<file path="config.mk">
export PLATFORM = sky130hd
export DESIGN_NAME = word_mem
export DESIGN_NICKNAME = d
export VERILOG_FILES = /design/src/logic/cpu_pkg.sv /design/src/logic/word_mem.sv
export SDC_FILE = /design/constraint.sdc
export NUM_CORES = 2
export LEC_CHECK = 0
export ABC_AREA = 0
export BUFFER_PORTS_ARGS = -buffer_cell sky130_fd_sc_hd__clkbuf_2
export CORE_MARGIN = 5
export CORE_UTILIZATION = 57
export CTS_CLUSTER_DIAMETER = 80
export DETAILED_ROUTE_END_ITERATION = 8
export PLACE_DENSITY = 0.75
export REMOVE_ABC_BUFFERS = 1
export SYNTH_ARGS = -nofsm -noshare
export SYNTH_HDL_FRONTEND = slang
export SYNTH_SLANG_ARGS = --single-unit
</file>
<file path="constraint.sdc">
create_clock -name clk -period 3 [get_ports clk]
set_input_delay 0.3 -clock clk [delete_from_list [all_inputs] [get_ports clk]]
set_output_delay 0.3 -clock clk [all_outputs]
set_load 0.02 [all_outputs]
</file>
<file path="src/logic/cpu_pkg.sv">
package cpu_pkg;

  // memory timing and geometry
  localparam int MEM_LAT = 3;
  localparam int MEM_WORDS = 256;
  localparam int ADDR_W = $clog2(MEM_WORDS);
  // wide enough to hold MEM_LAT
  localparam int LAT_W = $clog2(MEM_LAT + 1);

  typedef logic [LAT_W-1:0] lat_cnt_t;

  typedef logic [15:0] word_t;

  // codes missing here decode as no-ops
  typedef enum logic [3:0] {
    ADD = 4'h0,
    SUB = 4'h1,
    XOR = 4'h2,
    SLL = 4'h4,
    SRA = 4'h5,
    ROR = 4'h6,
    LW  = 4'h8,
    SW  = 4'h9,
    LLB = 4'ha,
    LHB = 4'hb,
    BR  = 4'hc,
    HLT = 4'hf
  } opcode_e;

  // branch conditions on the flag register
  typedef enum logic [2:0] {NE, EQ, GT, LT, GE, LE, OV, AL} cond_e;

  // register form, rt doubles as imm4 for shifts and memory offsets
  typedef struct packed {
    opcode_e    opcode;
    logic [3:0] rd;
    logic [3:0] rs;
    logic [3:0] rt;
  } rtype_t;

  // byte immediate form (LLB, LHB)
  typedef struct packed {
    opcode_e    opcode;
    logic [3:0] rd;
    logic [7:0] imm8;
  } itype_t;

  // branch form with a word offset
  typedef struct packed {
    opcode_e    opcode;
    cond_e      cond;
    logic [8:0] off9;
  } btype_t;

  // three views of the same 16 bits
  typedef union packed {
    rtype_t r;
    itype_t i;
    btype_t b;
  } instr_t;

  typedef struct packed {
    logic z;
    logic v;
    logic n;
  } flags_t;

  // memory fill port, used while the core is stopped
  typedef struct packed {
    logic              en;
    logic              dmem;
    logic [ADDR_W-1:0] addr;
    word_t             data;
  } load_t;

  // one entry per committed instruction
  typedef struct packed {
    logic       valid;
    word_t      pc;
    logic       wr;
    logic [3:0] rd;
    word_t      data;
  } retire_t;

  // controller states
  typedef enum logic [2:0] {IDLE, FETCH, DECODE, EXEC, MEM, WB, HALT} state_e;

endpackage

</file>
<file path="src/logic/word_mem.sv">
module word_mem #(
  parameter type payload_t = cpu_pkg::word_t
) (
  input  logic                      clk,
  input  logic                      wr,
  input  logic [cpu_pkg::ADDR_W-1:0] addr,
  input  payload_t                  wdata,
  output payload_t                  rdata
);

  // storage array, word addressed
  payload_t mem [cpu_pkg::MEM_WORDS];

  always_ff @(posedge clk) begin
    if (wr) begin
      mem[addr] <= wdata;
    end
    // registered read, old contents on a same-cycle write
    rdata <= mem[addr];
  end

endmodule

</file>
# Word level (Yosys, flattened, before mapping)
# Memories as Yosys holds them, arrays and structs flattened. A register that Yosys moved wholly into a read port is not among the register bits.
# Cells that the tools add are included.
[op_classes] muxes=2
[op_table] cell="1-bit 2-to-1 mux" count=2
[word_totals] out_inout_bits=16 ram_bits=4096 reg_bits=0 wordCells=3 memories=1 in_bits=26
[memory_table] name="mem" depth=256 width=16 rd=1 rd_ports_with_merged_regs=1 wr=1 line_no="word_mem.sv:12" source="payload_t mem [cpu_pkg::MEM_WORDS];"

# Depth between registers and ports, before layout
[logic_depth] word_depth=2 depth_mapped=10 mapped_depth_nobuf=5

# Worst setup path after synthesis
# Ideal clock, no wire load.
[synth_timing] path_type="input to register" from="in addr[0] (netlist bit)" to="mem mem[145][0] (netlist bit), enable pin" required_ns=2.591 path_stages=7 path_buffers=5 path_slack_ns=0.002 arrival_time_ns=2.589 setup_time_ns=0.409 path_cell_list="clkbuf_1 -> buf_6 -> clkbuf_1 -> buf_2 -> nand2b_1 -> clkbuf_1 -> nor3_1"
[synth_rtl] element="start: declaration" line_no="word_mem.sv:6" source="input logic [cpu_pkg::ADDR_W-1:0] addr,"
[synth_rtl] element="end: declaration" line_no="word_mem.sv:12"
# No word-level cell before the write port.

==> metrics <==
GPL Wtd Cong=0.884; critical path required time=3.76 ns; Cells after Synth=approximately 6700; Synth top cells by count=edfxtp_1 (4096), mux4_2 (1024), a22oi_1 (512); vias in the first global route=slightly above 80000; # port buffers=41; Worst-Skew Late Latency=0.91 ns; leading area contributor after synthesis=edfxtp_1; element type at the critical path end=register; Placed Cells=10800; CTS Buf Count=396; setup ws final=-0.0601 ns; biggest cell delay along the critical path=1.11 ns; Post-CTS Setup Inserts=0; fill count=roughly 16000; failing checks=negative setup slack; Slew Limit Fails=0; Critical Path Slowest Stage Cell=o41ai_1; FFs w/ async S/R, synth=0%; DRT antenna net count=0; hpwl dp=240000 um; Setup CP Type=input port to register; Vias=79600; final wirelength=408000 um; area of the multi-input gates=30500 um2; maxcap violations=0; GR Util All Layers=28.7%; number of synthesized flops with an enable pin=roughly 4000; Die Y-Extent=532 um; Seq cells post-synth=4112; Critical Path AT=3.82 ns; Pwr Density=653 nW/um2; Final Non-Filler Cells=approximately 12000; Die W=532 um; WHS=0.445 ns; CP Max Fanout=26; H-tree Lvls=5; share of cells above drive strength 1=32.3%; Synth area leaders=edfxtp_1 (79%), mux4_2 (15%), a22oi_1 (2.5%), a21oi_1 (0.82%), clkbuf_1 (0.60%); post-route cell area=181000 um2; Clock transition at path regs=around 0.07 ns; Max Fclk=~330 MHz; ys flop type=edfxtp_1; warnings from Yosys=0; Clock Tree Buf Depth=4; Worst Skew=0.0517 ns; 1st-iter DRT viols=12200; fin crit period=3.06 ns; hold violation total from the final report=0; pin count of the biggest net entering global routing=112; max_slew headroom=17.4%; crit share post-route=102%; DRT Pass-1 Iters=6; Residual DRC=0; # setup viols final=2; Worst setup SP type=input port; clk sinks=4112; Core Box Area=271000 um2; Least-Margin Pin Slew=1.22 ns; post-DR vias/cell=between 6 and 7; Area Growth Syn to Fin=16.7%; I/O pins=42; Initial Util=57.3%; Placed Area=168000 um2; Avg Cell Area, Syn=~23 um2; first-pass GRT wire length=586000 um; # rows=~190; reg-to-reg setup timing slack=-0.04 ns; initial antenna violation count=14; post-synth top area share=79.1%; status=complete, but fails checks; FF+latch area=123000 um2; Yosys cell types=22; CTS root buf=clkbuf_16; P_leak=56.9 nW; Most common cell on crit path=buf_12; die area=283000 um2; sequential fraction of the synthesis area=about four fifths; RSZ-0062 raised after global routing=false; worst path cell trace=buf_12 > buf_12 > buf_12 > mux4_2 > a22oi_1 > a21oi_1 > o41ai_1 > buf_4 > nand4_1; most common cell in the netlist=edfxtp_1; Peak VDD IR=about 0.70 mV; Mapped Area=155000 um2; nets=between 7000 and 8000; TritonCTS clock tree=yes; WL/cell=approximately 35 um; GRT overflow=0; Worst Hold Class=input port to register
[cells in the final DEF, fill, tap and decap left out, drive strengths merged]
master / count
edfxtp: 4096
mux4: 1024
buf: 907
clkbuf: 513
a22oi: 512
a21oi: 256
nor2: 232
clkinv: 164
o41ai: 64
bufinv: 34
nor3: 30
nand2: 28
nand4: 16
dlygate4sd3: 16
dfxtp: 16
inv: 16
clkinvlp: 15
nand3: 13
diode: 9
nor2b: 7
nand2b: 6
and2: 3
or2: 2
or3: 1
[sequential cells by signal, indices dropped and copies added (netlist names)]
signal and cells:
mem 4096, rdata 16
[where the power goes]
part	internal [mW]	leakage (nW)	switching (mW)
Sequential	63.3	36.9	0.130
Combinational	2.29	13.8	3.79
Clock	27.7	6.15	21.1
[worst max-delay path: cells and delay by family]
kind	cells	cell delay [ns]
and+or+nand+nor	1	0.12
AOI/OAI and AO/OA	3	1.64
muxes	1	0.54
buffers and inverters	4	1.05
[metal layers]
layer | vias to the layer above | routed length [um] | GRT usage [%]
met2 | 6153 | 193000 | 44.1
met1 | 41500 | 140000 | 39.9
met4 | 10 | 23200 | 13.6
met3 | 987 | 51200 | 6.54
li1 | 30900 | - | -
met5 | - | 68 | 0
[per-stage QoR]
| stage | setup slack, ns | TNS [ns] | total power [mW] | utilization, % |
|---|---|---|---|---|
| global route | 0.0245 | 0 | 121 | 66.9 |
| floorplan | -9.99 | - | 66.8 | - |
| CTS | 0.0333 | 0 | 119 | 66.9 |
| global placement | -1.06 | -9.97 | 70.4 | 62.2 |
| finish | -0.0601 | -0.101 | 118 | 66.9 |
| detailed placement | -1.06 | -10.42 | 70.6 | 62.2 |
[final cells by class]
type                       count  share of cell area [%]
tap                         3570                    2.46
sequential                  4112                    68.0
clock buffer                 490                    5.76
timing repair buffer         946                    5.72
antenna                        9                  0.0124
inverter                       1                 0.00207
clock inverter               228                    1.21
multi-input combinational   2194                    16.8
[kinds of logic after synthesis]
| logic type | after synthesis | share of synthesized area (%) |
|---|---|---|
| muxes | 1024 | 14.8 |
| DFF | 4112 | 79.4 |
| AOI/OAI and AO/OA | 832 | 3.66 |
| and+or+nand+nor | 338 | 0.907 |
| buffers and inverters | 421 | 1.24 |
[path summary, 6_finish.rpt]
| path | end | from | depth (start not counted) |
|---|---|---|---|
| setup / recovery | rdata[12] | addr[0] | 9 |
| hold / removal | mem[22][14] | wdata[14] | 2 |
| setup reg to reg | rdata[15] | mem[156][15] | 6 |
| hold reg to reg | rdata[10] | mem[242][10] | 6 |
[what timing repair did]
| item | 4_1_cts | 5_1_grt |
|---|---|---|
| gates resized for setup | 3 | 1 |
| endpoints found under the setup margin | 3 | 1 |
| endpoints found under the hold margin | 955 | 0 |
| hold buffers | 16 | 0 |
No activity file was read; power rests on OpenSTA's default activity.
