## src/logic/cpu_pkg.sv

```systemverilog
package cpu_pkg;

  // memory timing and geometry
  localparam int MEM_LAT = 3;
  localparam int MEM_WORDS = 256;
  localparam int ADDR_W = $clog2(MEM_WORDS);
  // wide enough to hold MEM_LAT
  localparam int LAT_W = $clog2(MEM_LAT + 1);

  typedef logic [LAT_W-1:0] lat_cnt_t;

  typedef logic [15:0] word_t;

  // codes missing here decode as no-ops
  typedef enum logic [3:0] {
    ADD = 4'h0,
    SUB = 4'h1,
    XOR = 4'h2,
    SLL = 4'h4,
    SRA = 4'h5,
    ROR = 4'h6,
    LW  = 4'h8,
    SW  = 4'h9,
    LLB = 4'ha,
    LHB = 4'hb,
    BR  = 4'hc,
    HLT = 4'hf
  } opcode_e;

  // branch conditions on the flag register
  typedef enum logic [2:0] {NE, EQ, GT, LT, GE, LE, OV, AL} cond_e;

  // register form, rt doubles as imm4 for shifts and memory offsets
  typedef struct packed {
    opcode_e    opcode;
    logic [3:0] rd;
    logic [3:0] rs;
    logic [3:0] rt;
  } rtype_t;

  // byte immediate form (LLB, LHB)
  typedef struct packed {
    opcode_e    opcode;
    logic [3:0] rd;
    logic [7:0] imm8;
  } itype_t;

  // branch form with a word offset
  typedef struct packed {
    opcode_e    opcode;
    cond_e      cond;
    logic [8:0] off9;
  } btype_t;

  // three views of the same 16 bits
  typedef union packed {
    rtype_t r;
    itype_t i;
    btype_t b;
  } instr_t;

  typedef struct packed {
    logic z;
    logic v;
    logic n;
  } flags_t;

  // memory fill port, used while the core is stopped
  typedef struct packed {
    logic              en;
    logic              dmem;
    logic [ADDR_W-1:0] addr;
    word_t             data;
  } load_t;

  // one entry per committed instruction
  typedef struct packed {
    logic       valid;
    word_t      pc;
    logic       wr;
    logic [3:0] rd;
    word_t      data;
  } retire_t;

  // controller states
  typedef enum logic [2:0] {IDLE, FETCH, DECODE, EXEC, MEM, WB, HALT} state_e;

endpackage

```

## src/logic/reg_file.sv

```systemverilog
module reg_file (
  input  logic           clk,
  input  logic           rst_n,
  input  logic           wr,
  input  logic [3:0]     rs,
  input  logic [3:0]     rt,
  input  logic [3:0]     rd,
  input  cpu_pkg::word_t wdata,
  input  logic           flag_wr,
  input  cpu_pkg::flags_t flags_in,
  output cpu_pkg::word_t rs_data,
  output cpu_pkg::word_t rt_data,
  output cpu_pkg::flags_t flags
);

  // r0 is cleared by reset and never written
  cpu_pkg::word_t regs [16];

  always_ff @(posedge clk or negedge rst_n) begin
    if (!rst_n) begin
      for (int i = 0; i < 16; i++) begin
        regs[i] <= '0;
      end
    end else if (wr && (rd != 4'd0)) begin
      regs[rd] <= wdata;
    end
  end

  // combinational read ports
  // no bypass, writes land at the end of WB
  assign rs_data = regs[rs];
  assign rt_data = regs[rt];

  // flags_in arrives already merged with the old value
  always_ff @(posedge clk or negedge rst_n) begin
    if (!rst_n) begin
      flags <= '0;
    end else if (flag_wr) begin
      flags <= flags_in;
    end
  end

endmodule

```

## config.mk

```make
export PLATFORM = sky130hd
export DESIGN_NAME = reg_file
export DESIGN_NICKNAME = d
export VERILOG_FILES = /design/src/logic/cpu_pkg.sv /design/src/logic/reg_file.sv
export SDC_FILE = /design/constraint.sdc
export NUM_CORES = 1
export LEC_CHECK = 0
export ABC_AREA = 1
export BUFFER_PORTS_ARGS = -buffer_cell sky130_fd_sc_hd__buf_2
export CAP_MARGIN = 5
export CORE_ASPECT_RATIO = 1.2
export CORE_UTILIZATION = 33
export CTS_CLUSTER_SIZE = 40
export DETAILED_ROUTE_END_ITERATION = 6
export PLACE_DENSITY_LB_ADDON = 0.25
export SLEW_MARGIN = 30
export SYNTH_ARGS = -nofsm -noshare
export SYNTH_HDL_FRONTEND = slang
export SYNTH_SLANG_ARGS = --single-unit
```

## constraint.sdc

```tcl
create_clock -name clk -period 1.6 [get_ports clk]
set_input_delay 0.32 -clock clk [delete_from_list [all_inputs] [get_ports clk]]
set_output_delay 0.32 -clock clk [all_outputs]
set_load 0.02 [all_outputs]
```

-- Yosys cells after proc, flatten, opt, wreduce, memory -nomap -nowiden
Cells that the tools add are included.
- flip-flop bits (word level): 259
- reduce and logical (&&, ||, !) cells: 3
- bitwise gates (word level): 3
- mux-type cells: 9
- magnitude comparators: 4
- operator list (kind ; number):
    256-bit bitwise mux ; 1
    16-bit binary-select mux with 4-bit select ; 2
    16-bit two-way mux ; 5
    16-bit demux with 4-bit select ; 1
    5-bit >= comparator, second input constant ; 3
    4-bit NOT with 5-bit output ; 3
    5-bit by 1-bit < comparator with 1-bit output, second input constant ; 1
    4-bit nonzero test ; 1
    1-bit logical AND ; 2

-- Depth between registers and ports, before layout
Gate-level depths: netlist (run 1).
- word-level depth: 6
- mapped depth: 8

-- Worst setup path before layout (run 1)
Ideal clock, no wire load.
- kind: input -> output
- start: input rt[0]
- end: output rt_data[11]
- data required time: 1280 ps
- path slack: 56 ps
- stages on the path: 8
- arrival: 1224 ps
- cells stage by stage: inv_1 -> buf_2 -> clkbuf_1 -> nand2_1 -> nand3_1 -> nand3_1 -> nand3_1 -> nand2_1
- word-level cells in the longest chain between the ends: 4
- RTL lines (what ; RTL line ; source):
    start, declared ; reg_file.sv:6 ; input logic [3:0] rt,
    4-bit NOT with 5-bit output (not written as such) ; reg_file.sv:32 ; assign rt_data = regs[rt];
    16-bit binary-select mux with 4-bit select ; reg_file.sv:32 ;
    16-bit two-way mux (not written as such) (2 in series) ; reg_file.sv:32 ;
    end, declared ; reg_file.sv:12 ; output cpu_pkg::word_t rt_data,
No other way between the ends. The select of a mux whose other input is x is not followed.

-- Worst setup path after layout (run 1)
- start: register regs[148] in the netlist's numbering
- end: output rt_data[4]
- word-level cells in the longest chain between the ends: 3
- RTL lines (what ; RTL line ; source):
    start, declared ; reg_file.sv:17 ; cpu_pkg::word_t regs [16];
    start signal, assigned by index ; reg_file.sv:25 ; regs[rd] <= wdata;
    16-bit binary-select mux with 4-bit select ; reg_file.sv:32 ;
    16-bit two-way mux (not written as such) (2 in series) ; reg_file.sv:32 ;
No other way between the ends. The select of a mux whose other input is x is not followed.

==> flow_summary.toml, run 1 <==
[status]
status = "finished, violations left"
violations = "negative setup slack"

[power]
power_density_mw_per_mm2 = 1150
leakage_uw = 0.00966
power_switching_uw = 7480
internal_power_uw = 14800
ir_worst_vdd_mv = 0.841
clkPwrFrac = 0.341
p_total_uw = 22300
p_seq_frac = 0.385
switching_share = 0.335
power_frac_comb = 0.274

[layout]
area_delta_synth_final_pct = 30.0
fin_util = 0.434
final_common_cell = "nand2_1"
drive_gt1_frac = 0.310
finalNonFillerCells = 2919
nFillCells = 4430
final_cell_mix = "718 x nand2_1, 259 x dfrtp_1, 256 x nand3_1, 192 x nand3_2, 176 x inv_2"
final_net_count = 2320

[placed_design]
dp.cells = 2824
post-dp-hpwl_um = 34300
routabilityCongestion = 0.894
port_buffers = 69
pre_cts_slack_ns = -0.274

[critical_path]
critPathKind = "reg -> out"
rrSetupSlack_ns = 0.70
critPathCaptureType = "output pin"
arrival_ns = 1.61
reg2reg_to = "regs[36]"
cp_data_required_time_ns = 1.28
cp_max_fo = 3
reg2regPathDepth = 4
r2r-start = "regs[36]"
startpoint_type = "register"

[sta]
grt_setup_unrepaired = "yes"
setup_viol = 32
clock.fmax_ghz = 0.518
slew_headroom = 0.691
final_hold_viol_count = 0
finalCriticalPeriod_ns = 1.93
fin_skew_ns = 0
tightest_slew_ns = 0.463
setup_slack_ns = -0.332
drv_slew = 0
finalCritPeriodShare = 1.21

[clock_network]
clock-sinks = 259
htreeDepth = 1
clkSlewWorstSetupHoldPaths_ns = 0.07
cts_tree = "built"
numCtsBuffers = 29
cts-root-buf = "clkbuf_16"
clockBufferDepth = 3
insertion_delay_ns = 0.56

[worst_hold_path]
hp-start = "wdata[7]"
min_path_cells = 3
whs_endpoint = "regs[167]"
hold_path_class = "in -> reg"

[global_routing]
grt-ovfl-total = 0
grt_max_degree = 48
grt_pass1_vias = 14325
grt_antenna_before_repair = 2
grt_pass1_wl_um = 82400
grt.total_usage = 0.228

[floorplan]
core_sq_mm = 0.0448
initial_core_util = 0.334
die_h_um = 235
pin_count = 70
row_count = 85
dieArea_sq_mm = 0.0461
die_x_um = 196

[synth]
avgSynthCellArea_sq_um = 6.72
synth.distinct_cells = 19
ys_seq_area_frac = 0.434
synth_nets = 2257
synth_warnings = 0
mappedNetlistArea_sq_mm = 0.0149
ys_ff_latch = 259
postSynthCellCount = 2222

[detailed_routing]
num_vias = 14990
drt_iter0_drc = 1285
wl_um = 53400
first_pass_iters = 6
drc_errors = 0
postRouteAntennaNets = 0
routedWlPerCell_um = 18.3
vias_per_cell = 5.14

[job]
drv_cap = 0
## critical path, stage by stage, from the launching register on
cell	delay (ns)
dfrtp_1	0.37
inv_2	0.07
nand2_1	0.05
nand3_1	0.10
nand3_2	0.08
nand3_2	0.14
nand2_4	0.08
buf_6	0.13
## per-layer routing
layer / part of all wire / track usage
met1: 0.44 / 0.317
met2: 0.46 / 0.366
met3: 0.063 / 0.0210
met4: 0.036 / 0.0883
met5: 0 / 0
## power groups by stage
| stage | clock network (uW) | registers (uW) | logic (uW) |
|---|---|---|---|
| floorplan | 0 | 8390 | 3440 |
| global placement | 0 | 8500 | 4920 |
| detailed placement | 0 | 8530 | 5030 |
| CTS | 7730 | 8510 | 5480 |
| global route | 7970 | 8730 | 6850 |
| finish | 7600 | 8590 | 6110 |
## cell type report
| class | count | area (sq um) | area share |
|---|---|---|---|
| diodes | 2 | 5.00 | 0.000258 |
| clock buffers | 35 | 778 | 0.0401 |
| clock inverters | 19 | 299 | 0.0154 |
| inverters | 284 | 1070 | 0.0552 |
| multi-input cells | 1500 | 7790 | 0.401 |
| flip-flops and latches | 259 | 6480 | 0.334 |
| well taps | 609 | 762 | 0.0392 |
| repair buffers | 211 | 2230 | 0.115 |
## kinds of logic after synthesis
logic type             count (synthesis)  share of synthesized area
AOI/OAI and AO/OA                    240                     0.0804
buffers and inverters                463                      0.124
DFF                                  259                      0.434
muxes                                  3                    0.00226
and+or+nand+nor                     1257                      0.359
## synthesized netlist by cell type (all sizes together)
library cell	number	area share
inv	284	0.071
mux2	3	0.0023
o21ai	240	0.080
buf	96	0.032
nor3	2	0.0022
nand2	796	0.20
nand3	451	0.15
clkbuf	83	0.021
nor2	8	0.0035
dfrtp	259	0.43
## worst max-delay path by stage
| stage | slack, ns | endpoint | depth (start not counted) | start |
|---|---|---|---|---|
| after CTS | -0.35 | rt_data[3] | 7 | regs[179] |
| after detailed placement | -0.27 | rs_data[10] | 8 | rs[1] |
| after floorplan | 0.06 | rt_data[11] | 8 | rt[0] |
| after global placement | -0.28 | rs_data[10] | 8 | rs[1] |
| final | -0.33 | rt_data[4] | 7 | regs[148] |
| after global routing | -0.38 | rt_data[0] | 7 | regs[96] |
## through the flow
step / hold slack (ns) / instance area [sq um] / setup TNS, ns
3_3_place_gp: 0.278 / 16600 / -7.29
5_1_grt: 0.0373 / 19400 / -11.20
4_1_cts: 0.0128 / 18500 / -9.76
6_report: 0.0211 / 19400 / -9.20
3_5_place_dp: 0.281 / 16600 / -7.22
2_1_floorplan: 0.0244 / 14900 / 0
## state kept, by name, indices dropped and copies added (netlist names)
| name | flops |
|---|---|
| flags | 3 |
| regs | 256 |
## what timing repair did
| item | 4_1_cts | 5_1_grt |
|---|---|---|
| setup buffers | 6 | 26 |
| pin swaps | 88 | 125 |
| gates resized for setup | 245 | 260 |
| hold buffers | 7 | 0 |
| endpoints found under the hold margin | 43 | 0 |
| endpoints found under the setup margin | 32 | 32 |
Power figures use the tool's default switching activity.
==> inputs of run 2 (changes only) <==
--- a/config.mk
+++ b/config.mk
@@ -6,10 +6,11 @@
 export NUM_CORES = 1
 export LEC_CHECK = 0
 export ABC_AREA = 1
+export ABC_CLOCK_PERIOD_IN_PS = 2300
 export BUFFER_PORTS_ARGS = -buffer_cell sky130_fd_sc_hd__buf_2
 export CAP_MARGIN = 5
 export CORE_ASPECT_RATIO = 1.2
-export CORE_UTILIZATION = 33
+export CORE_UTILIZATION = 60
 export CTS_CLUSTER_SIZE = 40
 export DETAILED_ROUTE_END_ITERATION = 6
 export PLACE_DENSITY_LB_ADDON = 0.25
==> constraint.sdc (replaced) <==
create_clock -name clk -period 2.3 [get_ports clk]
set_input_delay 0.46 -clock clk [delete_from_list [all_inputs] [get_ports clk]]
set_output_delay 0.46 -clock clk [all_outputs]
set_load 0.02 [all_outputs]
==> run 2 against run 1 <==
The flow now finishes without violations. Worst setup slack better by 0.38 ns. Register-to-register slack better by 0.85 ns. Sequential power down 32%. Clock-buffer cell count up 6. Die area decreased by 45%. Via count rose by 3.1%. Critical path type is now in -> out. Critical endpoint is now rs_data[13]. Largest cell class unchanged.
==> flow_summary.toml, run 2 (same netlist as run 1, synthesis figures left out) <==
[status]
status = "finished clean"

[layout]
area_delta_synth_final_pct = 10.8
largest_reg_flops = 256
drive_gt1_frac = 0.0913
reg_top3 = "regs (256), flags (3)"
fin_util = 0.684
nFillCells = 2013
finalNonFillerCells = 2545
regMostFlops = "regs"
final_common_cell = "nand2_1"
final_net_count = 2239
final_cell_mix = "786 x nand2_1, 446 x nand3_1, 277 x inv_1, 259 x dfrtp_1, 171 x o21ai_0"

[clock_network]
numCtsBuffers = 27
clockBufferDepth = 3
cts_tree = "built"
cts-root-buf = "clkbuf_16"
clkSlewWorstSetupHoldPaths_ns = 0.06
insertion_delay_ns = 0.54
htreeDepth = 1
clock-sinks = 259

[global_routing]
grt-ovfl-total = 0
grt_max_degree = 70
grt_pass1_wl_um = 77200
grt.total_usage = 0.383
grt_pass1_vias = 14808
grt_antenna_before_repair = 3

[sta]
clock.fmax_ghz = 0.444
finalCritPeriodShare = 0.980
setup_viol = 0
setup_slack_ns = 0.0457
tns_ns = 0
fin_skew_ns = 0
tightest_slew_ns = 0.703
drv_slew = 0
finalCriticalPeriod_ns = 2.25
final_hold_viol_count = 0
slew_headroom = 0.530

[critical_path]
reg2reg_to = "regs[148]"
critPathTopFamily = "buffers and inverters"
startpoint_type = "primary input"
crit_chain = "buf_4 -> inv_4 -> buf_12 -> nand2_1 -> nand3_1 -> nand3_1 -> nand3_1 -> nand2_2 -> buf_2"
cpMaxStageDelayCell = "buf_12"
cp_data_required_time_ns = 1.84
critPathMostFrequentCell = "nand3_1"
critPathCaptureType = "output pin"
r2r-start = "regs[148]"
reg2regPathDepth = 2
rrSetupSlack_ns = 1.55
slowest_delay_ns = 0.24
crit_buf_inv = 4
critPathKind = "in -> out"
arrival_ns = 1.79
cp_max_fo = 42

[worst_hold_path]
hp-start = "flags_in[1]"
hold_path_class = "in -> reg"
min_path_cells = 2
whs_endpoint = "flags[1]"

[detailed_routing]
drc_errors = 0
num_vias = 15461
vias_per_cell = 6.08
route.met2.wl_um = 21100
routedWlPerCell_um = 18.9
highest_layer = "met5"
wl_um = 48200
dr_wl_met3_um = 6780
first_pass_iters = 6
met1_length_um = 18200
drt_iter0_drc = 2177
postRouteAntennaNets = 0

[floorplan]
die_h_um = 175
dieArea_sq_mm = 0.0255
die_x_um = 146
row_count = 62
initial_core_util = 0.617
core_sq_mm = 0.0242
pin_count = 70

[placed_design]
post-dp-hpwl_um = 30400
routabilityCongestion = 0.917
port_buffers = 69
pre_cts_slack_ns = 0.106
dp.cells = 2494

[power]
power_density_mw_per_mm2 = 834
leakage_uw = 0.00870
ir_worst_vdd_mv = 0.669

[job]
drv_cap = 0
run 2: layout make-up:
cell class | instances | area (sq um) | area share
well taps | 320 | 400 | 0.0242
flip-flops and latches | 259 | 6480 | 0.392
clock buffers | 41 | 788 | 0.0476
repair buffers | 132 | 1100 | 0.0664
inverters | 284 | 1070 | 0.0647
diodes | 2 | 5.00 | 0.000302
multi-input cells | 1500 | 6620 | 0.400
clock inverters | 7 | 91.3 | 0.00552
run 2: worst max path at each step:
stage | from | endpoint | slack [ns] | cells past startpoint
floorplan | rt[0] | rt_data[11] | 0.48 | 8
global placement | rs[0] | rs_data[13] | 0.11 | 9
detailed placement | rs[0] | rs_data[13] | 0.11 | 9
CTS | regs[141] | rs_data[13] | 0.07 | 7
global route | rs[0] | rs_data[13] | -0.02 | 9
finish | rs[0] | rs_data[13] | 0.05 | 9
run 2: routing by layer:
layer  GRT usage  vias up
li1            -     6921
met1       0.518     7142
met2       0.584     1188
met3      0.0875      208
met4       0.183        2
met5           0        -
run 2: repair_timing:
| action | 4_1_cts | 5_1_grt |
|---|---|---|
| hold endpoints to repair | 61 | 0 |
| setup buffers | 0 | 0 |
| hold buffers | 1 | 0 |
| setup endpoints to repair | 0 | 3 |
| gates resized for setup | 0 | 3 |
run 2: worst register-to-register path, delay by kind of cell (launching register included):
kind                   cells  cell delay [ns]
DFF                        1             0.36
buffers and inverters      1             0.15
AOI/OAI and AO/OA          1             0.11
run 2: through the flow:
stage	hold WS, ns	area (sq um)	power, uW
3_5_place_dp	0.368	15600	9310
2_1_floorplan	0.164	14900	8230
6_report	0.142	16600	13800
4_1_cts	0.128	16500	13700
5_1_grt	0.139	16500	14500
3_3_place_gp	0.365	15600	9150
run 2: power breakdown:
group	internal [uW]	total (uW)	switching, uW
logic	1160	3510	2350
clock network	2570	4420	1840
registers	5460	5880	421
