$ cat src/logic/cpu_pkg.sv
package cpu_pkg;

  // memory timing and geometry
  localparam int MEM_LAT = 3;
  localparam int MEM_WORDS = 256;
  localparam int ADDR_W = $clog2(MEM_WORDS);
  // wide enough to hold MEM_LAT
  localparam int LAT_W = $clog2(MEM_LAT + 1);

  typedef logic [LAT_W-1:0] lat_cnt_t;

  typedef logic [15:0] word_t;

  // codes missing here decode as no-ops
  typedef enum logic [3:0] {
    ADD = 4'h0,
    SUB = 4'h1,
    XOR = 4'h2,
    SLL = 4'h4,
    SRA = 4'h5,
    ROR = 4'h6,
    LW  = 4'h8,
    SW  = 4'h9,
    LLB = 4'ha,
    LHB = 4'hb,
    BR  = 4'hc,
    HLT = 4'hf
  } opcode_e;

  // branch conditions on the flag register
  typedef enum logic [2:0] {NE, EQ, GT, LT, GE, LE, OV, AL} cond_e;

  // register form, rt doubles as imm4 for shifts and memory offsets
  typedef struct packed {
    opcode_e    opcode;
    logic [3:0] rd;
    logic [3:0] rs;
    logic [3:0] rt;
  } rtype_t;

  // byte immediate form (LLB, LHB)
  typedef struct packed {
    opcode_e    opcode;
    logic [3:0] rd;
    logic [7:0] imm8;
  } itype_t;

  // branch form with a word offset
  typedef struct packed {
    opcode_e    opcode;
    cond_e      cond;
    logic [8:0] off9;
  } btype_t;

  // three views of the same 16 bits
  typedef union packed {
    rtype_t r;
    itype_t i;
    btype_t b;
  } instr_t;

  typedef struct packed {
    logic z;
    logic v;
    logic n;
  } flags_t;

  // memory fill port, used while the core is stopped
  typedef struct packed {
    logic              en;
    logic              dmem;
    logic [ADDR_W-1:0] addr;
    word_t             data;
  } load_t;

  // one entry per committed instruction
  typedef struct packed {
    logic       valid;
    word_t      pc;
    logic       wr;
    logic [3:0] rd;
    word_t      data;
  } retire_t;

  // controller states
  typedef enum logic [2:0] {IDLE, FETCH, DECODE, EXEC, MEM, WB, HALT} state_e;

endpackage

$ cat src/logic/alu.sv
module alu (
  input  cpu_pkg::instr_t ir,
  input  cpu_pkg::word_t  pc,
  input  cpu_pkg::word_t  rs_data,
  input  cpu_pkg::word_t  rt_data,
  input  cpu_pkg::flags_t flags,
  output cpu_pkg::word_t  result,
  output cpu_pkg::flags_t flags_out,
  output cpu_pkg::flags_t flag_mask,
  output cpu_pkg::word_t  next_pc
);

  cpu_pkg::word_t pc_inc;
  cpu_pkg::word_t br_off;
  cpu_pkg::word_t mem_off;
  logic [31:0]    rot;
  logic           taken;

  assign pc_inc = pc + 16'd2;
  // word offsets, sign extended then scaled to bytes
  assign br_off = {{6{ir.b.off9[8]}}, ir.b.off9, 1'b0};
  assign mem_off = {{11{ir.r.rt[3]}}, ir.r.rt, 1'b0};
  // doubled operand makes rotate a plain right shift
  assign rot = {rs_data, rs_data} >> ir.r.rt;

  always_comb begin
    result = '0;
    flags_out.v = 1'b0;
    flag_mask = '0;
    case (ir.r.opcode)
      cpu_pkg::ADD: begin
        result = rs_data + rt_data;
        // same input signs, different result sign
        flags_out.v = (rs_data[15] == rt_data[15]) && (result[15] != rs_data[15]);
        flag_mask = '1;
      end
      cpu_pkg::SUB: begin
        result = rs_data - rt_data;
        flags_out.v = (rs_data[15] != rt_data[15]) && (result[15] != rs_data[15]);
        flag_mask = '1;
      end
      cpu_pkg::XOR: begin
        result = rs_data ^ rt_data;
        flag_mask.z = 1'b1;
      end
      cpu_pkg::SLL: begin
        result = rs_data << ir.r.rt;
        flag_mask.z = 1'b1;
      end
      cpu_pkg::SRA: begin
        result = $signed(rs_data) >>> ir.r.rt;
        flag_mask.z = 1'b1;
      end
      cpu_pkg::ROR: begin
        result = rot[15:0];
        flag_mask.z = 1'b1;
      end
      // byte address for the data memory
      cpu_pkg::LW, cpu_pkg::SW: result = rs_data + mem_off;
      // rs_data holds rd here
      cpu_pkg::LLB: result = {rs_data[15:8], ir.i.imm8};
      cpu_pkg::LHB: result = {ir.i.imm8, rs_data[7:0]};
      default: ;
    endcase
    flags_out.z = (result == '0);
    flags_out.n = result[15];
  end

  always_comb begin
    case (ir.b.cond)
      cpu_pkg::NE: taken = !flags.z;
      cpu_pkg::EQ: taken = flags.z;
      cpu_pkg::GT: taken = !flags.z && !flags.n;
      cpu_pkg::LT: taken = flags.n;
      cpu_pkg::GE: taken = flags.z || !flags.n;
      cpu_pkg::LE: taken = flags.n || flags.z;
      cpu_pkg::OV: taken = flags.v;
      default:     taken = 1'b1;
    endcase
  end

  // relative to the following instruction
  assign next_pc = ((ir.b.opcode == cpu_pkg::BR) && taken) ? pc_inc + br_off : pc_inc;

endmodule

$ cat config.mk
export PLATFORM = sky130hd
export DESIGN_NAME = alu
export DESIGN_NICKNAME = d
export VERILOG_FILES = /design/src/logic/cpu_pkg.sv /design/src/logic/alu.sv
export SDC_FILE = /design/constraint.sdc
export NUM_CORES = 1
export LEC_CHECK = 0
export ABC_AREA = 0
export BUFFER_PORTS_ARGS = -buffer_cell sky130_fd_sc_hd__buf_2
export CORE_MARGIN = 2
export CORE_UTILIZATION = 47
export DETAILED_ROUTE_END_ITERATION = 8
export PLACE_DENSITY = 0.7
export SLEW_MARGIN = 20
export SYNTH_ARGS = -nofsm -noshare
export SYNTH_HDL_FRONTEND = slang
export SYNTH_SLANG_ARGS = --single-unit
$ cat constraint.sdc
create_clock -name vclk -period 7
set_input_delay 0.35 -clock vclk [all_inputs]
set_output_delay 0.35 -clock vclk [all_outputs]
set_load 0.1 [all_outputs]
# Word-level counts from Yosys, hierarchy flattened
# Cells that the tools add are included.
# op_classes
add_sub_neg	5
eq_ne	20
shifts	3
muxes	6
n_bitwise	1
reduce_logical	14
# op_table
op	count
case mux 16 bit (9 select lines)	1
adder 16 bit	3
>> shifter 32 x 4 -> 16 bit	1
== test 4 bit (second input constant)	5
adder 16 x 2 -> 16 bit (second input constant)	1
logical NOT 16 bit	1
two-way mux 16 bit	1
<< shifter 16 x 4 -> 16 bit	1
>>> shifter 16 x 4 -> 16 bit	1
subtractor 16 bit	1
XOR 16 bit	1
== test 4 x 3 -> 1 bit (second input constant)	3
== test 3 bit (second input constant)	3
case mux 1 bit (7 select lines)	1
== test 3 x 2 -> 1 bit (second input constant)	2
OR reduction 6 bit	1
== test 4 x 1 -> 1 bit (second input constant)	1
== test 4 x 2 -> 1 bit (second input constant)	1
logical AND 1 bit	4
logical NOT 4 bit	1
OR reduction 2 bit	2
== test 3 x 1 -> 1 bit (second input constant)	1
logical NOT 3 bit	1
inequality test 1 bit	3
other kinds (6)	8
# word_totals
reg_bits	0
output_inout_bits	38
wordCells	49

# Logic depth before layout (Yosys ltp)
# Gate-level depths: netlist (run 1).
# depth
depth_word	5
mapped_depth	15
ltp_nobuf	13

# Worst setup path before layout (run 1)
# Ideal clock, no wire load.
# synth_path
kind	input to output
from	input ir[0] in the netlist's numbering
to	output flags_out[2] in the netlist's numbering
t_arrival_ns	5.533
slack_ns	1.117
cell_stages	12
path_buffers	3
cell_sequence	buf_6 > buf_12 > buf_8 > mux4_2 > mux2i_1 > o22ai_1 > nor4_1 > nand4b_1 > or4_1 > nor4_1 > nand3b_1 > nor4_2
# synth_lines
element	line	source
from (decl)	alu.sv:2	input cpu_pkg::instr_t ir,
to (decl)	alu.sv:8	output cpu_pkg::flags_t flags_out,

==> qor.csv, run 1 <==
metric;value;unit
final WL;21.5;mm
Nets;1009;
final antenna-violating net count;0;
layout overhead on the synthesized area;8.69;%
crit path DAT;4410;ps
Synth area leaders;ha_1 13%, mux4_2 5.7%, mux2_2 5.5%, mux2i_1 4.9%, a21oi_1 4.6%;
critical-path maximum fanout;34;
CTS resizes;0;
Yosys top cell area share;0.127;
worst vdd ir;0.0774;mV
number of clock buffers in the layout;0;
FF/Latch Area;0;um^2
CP delay by family, top;simple AND/OR/NAND/NOR gates;
total number of vias;7056;
most frequent cell after synthesis;nor2_1;
Via density;6.73;
Syn Area/Cell;7.25;um^2
clock power share;0;
post-synthesis net count;949;
Post-Synth Simple-Gate Area;0.260;
Crit Path Category;input pin to primary output;
I/O Pins;105;
cell mode on critical path;buf_2;
Compound-Gate Fraction of Synth Area;0.295;
layout cells sized above 1;0.196;
leading area contributor after synthesis;ha_1;
static leakage;2.78;nW
Post-Synthesis Cell Area;5930;um^2
cells along the critical path;buf_2 > buf_4 > ha_1 > inv_1 > fa_1 > nand2b_1 > a32oi_1 > o211ai_1 > a2111o_1 > or4b_1 > nor4_1 > nand3b_1 > nor4_2 > buf_2;
DP HPWL;16.4;mm
status;finished, final reports clean;
Multi-input gate area;5520;um^2
internal power;0.000215;W
Crit path required time;6650;ps
gr usage total;0.315;
largest net degree at the start of global routing;35;
hold depth;0;
final setup vio count;0;
FMAX;210;MHz
Sw Pwr;0.000482;W
die area;13500;um^2
final hold slack;701;ps
Post-synth top cells;72 x nor2_1, 60 x ha_1, 60 x nand2_1;
Synth cell types;79;
crit-path max cell delay;560;ps
Seq pwr share;0;
relative slew slack;0.358;
Comb power frac;1.000;
register area share after synthesis;0;
RSZ-0062 raised after global routing;false;
1st-iter DRT viols;921;
setup_tns;0;ps
Hold Vio Cnt, Final;0;
largest family of logic cells by synthesized area;compound AO/OA/AOI/OAI gates;
Adder-Cell Fraction of Synth Area;0.140;
# Max-Cap Violations;0;
CP Depth;14;
ant diodes;0;
DRC;0;
power per cell area;108;nW/um^2
Crit. End Element;primary output;
Die X;116;um
Slowest-stage cell, CP;or4b_1;
Hold Path Class;input pin to primary output;
Buffers on Ports;103;
Worst Setup Start Kind;input pin;
Yosys warnings;0;
seq_cells;0;
initial antenna violation count;0;
First-pass DRT Iterations;8;
Synth Area in XOR/XNOR;0.0546;
Period minus WS final;4760;ps
HP Start;pc[0];
Post-CTS Setup Inserts;0;
CP startpoint;ir[0];
cts hold-fix bufs;0;
Bufs and invs on worst path;4;
vias in the first global route;6396;
fillers;1287;
mux cell area share after synthesis;0.179;
Placer Congestion;0.999;
slew at the pin with the worst max-slew slack;962;ps
Rows;41;
Syn Inst Count;818;
first-pass GRT wire length;33.9;mm
Final Max Slew Viols;0;
total grt overflow;0;
switch share;0.692;
die height;116;um
area of the core;12500;um^2
WL/cell;20.5;um
Initial Util;0.476;
crit share post-route;0.680;
[logic make-up after synthesis]
family                   Yosys count
XOR/XNOR                          37
multiplexers                      77
buffers and inverters             93
AND/OR/NAND/NOR                  302
AO/OA/AOI/OAI                    245
adder cells (fa/ha/maj)           64
[stage by stage]
stage	power (W)	cells	setup WS [ps]	area (um^2)	util
finish	0.000697	1048	2240	6450	0.517
global route	0.000744	1048	2050	6450	0.517
CTS	0.000684	1048	2290	6450	0.517
detailed placement	0.000681	1048	2290	6450	0.517
global placement	0.000680	1048	2340	6450	0.517
floorplan	0.000537	818	1120	5930	-
[cell type report]
cell class         count  share of cell area
multi-input cells    725               0.856
repair buffers       108              0.0858
well taps            172              0.0334
inverters             43              0.0250
[worst paths after layout]
path,end
max,flags_out[2]
min,next_pc[0]
[power by group through the flow]
| stage | clock [W] | sequential, W | combinational (W) |
|---|---|---|---|
| 2_1_floorplan | 0 | 0 | 0.000537 |
| 3_3_place_gp | 0 | 0 | 0.000680 |
| 3_5_place_dp | 0 | 0 | 0.000681 |
| 4_1_cts | 0 | 0 | 0.000684 |
| 5_1_grt | 0 | 0 | 0.000744 |
| 6_report | 0 | 0 | 0.000697 |
[placed cells by master (no fill, tap or decap), drive strengths merged, types with 29 or more instances in the layout]
cell type | netlist | final
mux2i | 29 | 29
a21oi | 55 | 55
inv | 43 | 43
nand2 | 60 | 60
ha | 60 | 60
buf | 27 | 108
mux2 | 29 | 29
nor2 | 72 | 72
[layer usage]
| metal | routed length (um) | track usage | up-vias |
|---|---|---|---|
| li1 | - | - | 3279 |
| met1 | 8910 | 0.438 | 3226 |
| met2 | 9090 | 0.488 | 460 |
| met3 | 2410 | 0.0389 | 91 |
| met4 | 1120 | 0.140 | 0 |
| met5 | 0 | 0 | - |
Power figures use the tool's default switching activity.
==> inputs of run 2 (changes only) <==
--- a/config.mk
+++ b/config.mk
@@ -5,12 +5,12 @@
 export SDC_FILE = /design/constraint.sdc
 export NUM_CORES = 1
 export LEC_CHECK = 0
-export ABC_AREA = 0
+export ABC_AREA = 1
 export BUFFER_PORTS_ARGS = -buffer_cell sky130_fd_sc_hd__buf_2
 export CORE_MARGIN = 2
 export CORE_UTILIZATION = 47
 export DETAILED_ROUTE_END_ITERATION = 8
-export PLACE_DENSITY = 0.7
+export PLACE_DENSITY = 0.72
 export SLEW_MARGIN = 20
 export SYNTH_ARGS = -nofsm -noshare
 export SYNTH_HDL_FRONTEND = slang
==> constraint.sdc (replaced) <==
create_clock -name vclk -period 3.95
set_input_delay 0.1975 -clock vclk [all_inputs]
set_output_delay 0.1975 -clock vclk [all_outputs]
set_load 0.1 [all_outputs]
==> run 2 against run 1 <==
Compared with the run above:
- core utilization is 0.28 points higher
- largest power group unchanged
- largest cell class unchanged
- global-route usage is 1.2 points higher
- sequential cell count stayed put
- highest routed layer unchanged
==> qor.csv, run 2 <==
metric;value;unit;change
Nets;1482;;+47%
crit share post-route;0.862;;
slew at the pin with the worst max-slew slack;1120;ps;+157 ps
ant diodes;0;;unchanged
DP HPWL;19.8;mm;+21%
Post-synth top cells;480 x nand2_1, 208 x nand3_1, 146 x inv_1;;
Hold Path Class;input pin to primary output;;
largest net degree at the start of global routing;36;;+2.9%
critical-path maximum fanout;5;;-85%
Initial Util;0.479;;+0.00290
die height;120;um;+2.9%
FF/Latch Area;0;um^2;unchanged
most frequent cell after synthesis;nand2_1;;
internal power;0.000313;W;+46%
Syn Area/Cell;4.90;um^2;-32%
Post-CTS Setup Inserts;0;;unchanged
layout cells sized above 1;0.101;;-0.0955
WL/cell;16.0;um;-22%
Crit Path Category;input pin to primary output;;
Crit path required time;3750;ps;-2900 ps
Multi-input gate area;5480;um^2;-0.77%
Yosys warnings;0;;unchanged
power per cell area;182;nW/um^2;+68%
post-synthesis net count;1414;;+49%
total number of vias;8674;;+23%
largest family of logic cells by synthesized area;simple AND/OR/NAND/NOR gates;;
Finished Core Util;0.520;;+0.00278
die area;14300;um^2;+5.8%
Rows;42;;+2.4%
mux cell area share after synthesis;0;;-0.179
cts hold-fix bufs;0;;unchanged
worst vdd ir;0.163;mV;+110%
crit path DAT;3210;ps;-1200 ps
Final Max Slew Viols;0;;unchanged
I/O Pins;105;;unchanged
Sw Pwr;0.000932;W;+93%
FMAX;294;MHz;
Comb power frac;1.000;;about the same
register area share after synthesis;0;;unchanged
initial antenna violation count;0;;unchanged
Syn Inst Count;1283;;+57%
fillers;1533;;+19%
first-pass GRT wire length;37.9;mm;+12%
leading area contributor after synthesis;nand2_1;;
DRC;0;;unchanged
static leakage;4.02;nW;+45%
CP endpoint;next_pc[15];;
seq_cells;0;;unchanged
switch share;0.749;;+0.0570
CP startpoint;pc[3];;
Die X;120;um;+2.9%
area of the core;13100;um^2;+5.4%
final setup vio count;0;;unchanged
placed instance count;1525;;+46%
Period minus WS final;3410;ps;
RSZ-0062 raised after global routing;false;;
Placer Congestion;1.05;;+4.9%
Via density;5.69;;-16%
gr usage total;0.327;;+0.0124
layout overhead on the synthesized area;8.61;%;about the same
vias in the first global route;7465;;+17%
Adder-Cell Fraction of Synth Area;0.132;;-0.00796
Synth cell types;40;;-49%
Synth area leaders;nand2_1 29%, nand3_1 17%, ha_1 12%, inv_1 8.7%, nor2_1 7.7%;;
post-route insts no fill;1525;;+46%
Yosys top cell area share;0.286;;+0.160
Synth Area in XOR/XNOR;0.0348;;-0.0198
CTS resizes;0;;unchanged
Placed Area;6830;um^2;+6.0%
Hold Vio Cnt, Final;0;;unchanged
Buffers on Ports;103;;unchanged
Post-Synthesis Cell Area;6290;um^2;+6.0%
relative slew slack;0.251;;-0.107
Compound-Gate Fraction of Synth Area;0.101;;-0.194
most frequent cells in the layout;480 x nand2_1, 208 x nand3_1, 146 x inv_1, 129 x nor2_1, 103 x buf_2;;
final WL;24.4;mm;+13%
1st-iter DRT viols;962;;+4.5%
setup_tns;0;ps;unchanged
Post-Synth Simple-Gate Area;0.602;;+0.342
total grt overflow;0;;unchanged
status;finished, final reports clean;;
Final Cell Area;6830;um^2;+6.0%
Crit. End Element;primary output;;
First-pass DRT Iterations;8;;unchanged
final antenna-violating net count;0;;unchanged
number of clock buffers in the layout;0;;unchanged
Worst Setup Start Kind;input pin;;
clock power share;0;;unchanged
most common cell after layout, fill and taps aside;nand2_1;;
Seq pwr share;0;;unchanged
# Max-Cap Violations;0;;unchanged
run 2: cell types whose count changed after synthesis, moves of 17 or more:
cell / previous run / this run
nor3_1: 28 / 11
o21ai_0: 25 / 42
nand3_1: 28 / 208
inv_1: 43 / 146
nand2b_1: 17 / 0
nor2_1: 72 / 129
mux2i_1: 29 / 0
xnor2_1: 28 / 10
nand2_1: 60 / 480
mux2_2: 29 / 0
run 2: layout make-up:
class                      instances  area share
inverter                         150      0.0831
timing repair buffer             110      0.0831
tap                              176      0.0322
multi-input combinational       1089       0.802
run 2: per-stage QoR:
step | power [W] | hold WS, ps | setup WS [ps]
final | 0.00124 | 395 | 544
after global routing | 0.00134 | 395 | 251
after CTS | 0.00122 | 396 | 534
after detailed placement | 0.00121 | 396 | 538
after global placement | 0.00121 | 396 | 621
after floorplan | 0.000939 | 607 | 8.98
run 2: worst max-delay path: stages:
cell and delay [ps]:
buf_2 110, nand2_1 50, nor2_1 130, nand3_1 130, nor2_1 170, inv_1 50, nor2_1 180, nand3_1 120
xor2_1 170, inv_1 60, ha_1 340, a21o_1 220, a21oi_1 130, nor2_1 50, nor2_1 90, nand2_1 70
or2_2 270, nand3_1 90, xor2_1 140, buf_2 430
run 2: layer usage:
metal  vias to the layer above  GRT usage  wire length [um]
met5                         -          0                 0
met1                      3780      0.452             10100
met4                         0      0.134              1300
met3                        88     0.0627              2950
met2                       525      0.498             10000
li1                       4281          -                 -
run 2: how the worst min path moves through the flow:
stage,slack [ps],startpoint,endpoint,depth (start not counted)
3_5_place_dp,400,pc[0],next_pc[0],0
3_3_place_gp,400,pc[0],next_pc[0],0
5_1_grt,400,pc[0],next_pc[0],0
2_1_floorplan,610,pc[0],next_pc[0],1
4_1_cts,400,pc[0],next_pc[0],0
6_report,400,pc[0],next_pc[0],0
run 2: power groups by stage:
stage          sequential [W]  clock [W]  combinational (W)
2_1_floorplan               0          0           0.000939
3_3_place_gp                0          0            0.00121
3_5_place_dp                0          0            0.00121
4_1_cts                     0          0            0.00122
5_1_grt                     0          0            0.00134
6_report                    0          0            0.00124
run 2: cell families (layout without fill, tap and decap cells):
kind of cell	after synthesis	count (layout)
buffers and inverters	194	260
XOR/XNOR	25	25
AND/OR/NAND/NOR	882	882
adder cells (fa/ha/maj)	64	64
AO/OA/AOI/OAI	118	118
==> inputs of run 3 (changes only) <==
--- a/config.mk
+++ b/config.mk
@@ -6,7 +6,7 @@
 export NUM_CORES = 1
 export LEC_CHECK = 0
 export ABC_AREA = 1
-export BUFFER_PORTS_ARGS = -buffer_cell sky130_fd_sc_hd__buf_2
+export BUFFER_PORTS_ARGS = -buffer_cell sky130_fd_sc_hd__buf_4
 export CORE_MARGIN = 2
 export CORE_UTILIZATION = 47
 export DETAILED_ROUTE_END_ITERATION = 8
==> run 3 against run 2 <==
Compared with the run above:
- routed wire length fell by 0.57%
- clock-buffer cell count did not move
- via count is 2.2% lower
- first-iteration DRC count rose by 2.6%
- worst hold slack stayed put
- total power rose by 3.1%
==> qor.csv, run 3 (same netlist as run 2, synthesis figures left out) <==
metric;value;unit;change
total number of vias;8481;;-2.2%
RSZ-0062 raised after global routing;false;;
clock power share;0;;unchanged
number of clock buffers in the layout;0;;unchanged
static leakage;4.10;nW;+2.0%
Global Route met1 Usage;0.460;;+0.00738
Buffers on Ports;103;;unchanged
largest net degree at the start of global routing;39;;+8.3%
relative slew slack;0.344;;+0.0938
most common cell after layout, fill and taps aside;nand2_1;;
Multi-input gate area;5480;um^2;unchanged
cts hold-fix bufs;0;;unchanged
Hold Path Class;input pin to primary output;;
ant diodes;0;;unchanged
first-pass GRT wire length;37.9;mm;+0.11%
layout cells sized above 1;0.101;;unchanged
power per cell area;181;nW/um^2;-0.61%
Crit. End Element;primary output;;
vias in the first global route;7421;;-0.59%
FMAX;304;MHz;+3.4%
Crit path required time;3750;ps;about the same
slew at the pin with the worst max-slew slack;980;ps;-140 ps
Worst Setup Start Kind;input pin;;
Period minus WS final;3290;ps;-113 ps
final WL;24.2;mm;-0.57%
global-route layer with the greatest usage;met2;;
Via density;5.56;;-2.2%
area of the core;13100;um^2;unchanged
hold depth;0;;unchanged
die height;120;um;unchanged
Crit Path Category;input pin to primary output;;
status;finished, final reports clean;;
FF/Latch Area;0;um^2;unchanged
1st-iter DRT viols;987;;+2.6%
Hold Vio Cnt, Final;0;;unchanged
switch share;0.724;;-0.0242
worst vdd ir;0.153;mV;-5.9%
Die X;120;um;unchanged
met3 usage;0.0556;;-0.00713
DRC;0;;unchanged
WL/cell;15.9;um;-0.57%
Hold Path Sink;next_pc[0];;
First-pass DRT Iterations;6;;-2
crit share post-route;0.834;;-0.0287
crit path DAT;3100;ps;-110 ps
initial antenna violation count;0;;unchanged
Seq pwr share;0;;unchanged
final hold slack;395;ps;unchanged
Final Max Slew Viols;0;;unchanged
layout overhead on the synthesized area;12.7;%;
Initial Util;0.479;;unchanged
internal power;0.000354;W;+13%
Nets;1482;;unchanged
# Max-Cap Violations;0;;unchanged
final setup vio count;0;;unchanged
Sw Pwr;0.000930;W;-0.20%
critical-path maximum fanout;5;;unchanged
I/O Pins;105;;unchanged
met2 Use GR;0.530;;+0.0325
DP HPWL;20.3;mm;+2.5%
HP Start;pc[0];;
Comb power frac;1.000;;about the same
seq_cells;0;;unchanged
gr usage total;0.329;;+0.00127
total grt overflow;0;;unchanged
CTS resizes;0;;unchanged
most frequent cells in the layout;480 x nand2_1, 208 x nand3_1, 146 x inv_1, 129 x nor2_1, 110 x buf_4;;
Placer Congestion;1.05;;+0.34%
Rows;42;;unchanged
fillers;1504;;-1.9%
final antenna-violating net count;0;;unchanged
Post-CTS Setup Inserts;0;;unchanged
setup_tns;0;ps;unchanged
die area;14300;um^2;unchanged
## run 3: stage by stage
stage	power, W	worst slack, ps	instance area (um^2)	util	std cells
finish	0.00128	657	7090	0.540	1525
global route	0.00139	375	7090	0.540	1525
CTS	0.00126	644	7090	0.540	1525
detailed placement	0.00126	648	7090	0.540	1525
global placement	0.00125	740	7090	0.540	1525
floorplan	0.000939	8.98	6300	-	1283
## run 3: worst max-delay path, cell delays in order
cell     delay, ps
buf_4           90
inv_1           40
nor2_1         150
nand3_1        130
nor2_1         170
inv_1           50
nor2_1         180
nand3_1        120
xor2_1         180
inv_1           60
ha_1           330
a21o_1         210
a21oi_1        140
nor2_1          50
nor2_1          80
nand2_1         70
or2_2          280
nand3_1         80
xor2_1         150
buf_4          310
## run 3: layout make-up
cell class         instances  area share
well taps                176      0.0311
multi-input cells       1089       0.772
inverters                150      0.0801
repair buffers           110       0.116
## run 3: worst max-delay path by stage
stage | from | endpoint | slack (ps) | cells past startpoint
6_report | pc[1] | next_pc[15] | 660 | 20
5_1_grt | pc[1] | next_pc[15] | 370 | 20
4_1_cts | pc[1] | next_pc[15] | 640 | 20
3_5_place_dp | pc[1] | next_pc[15] | 650 | 20
3_3_place_gp | pc[1] | next_pc[15] | 740 | 20
2_1_floorplan | pc[1] | next_pc[15] | 9 | 18
## run 3: power by group through the flow
stage | Combinational (W) | Sequential (W) | Clock [W]
after detailed placement | 0.00126 | 0 | 0
after floorplan | 0.000939 | 0 | 0
after CTS | 0.00126 | 0 | 0
after global routing | 0.00139 | 0 | 0
after global placement | 0.00125 | 0 | 0
final | 0.00128 | 0 | 0
## run 3: metal layers
metal	vias to the layer above	part of all wire	routed length [um]
li1	4280	-	-
met1	3717	0.42	10300
met2	439	0.43	10400
met3	45	0.12	2930
met4	0	0.027	652
met5	-	0	0
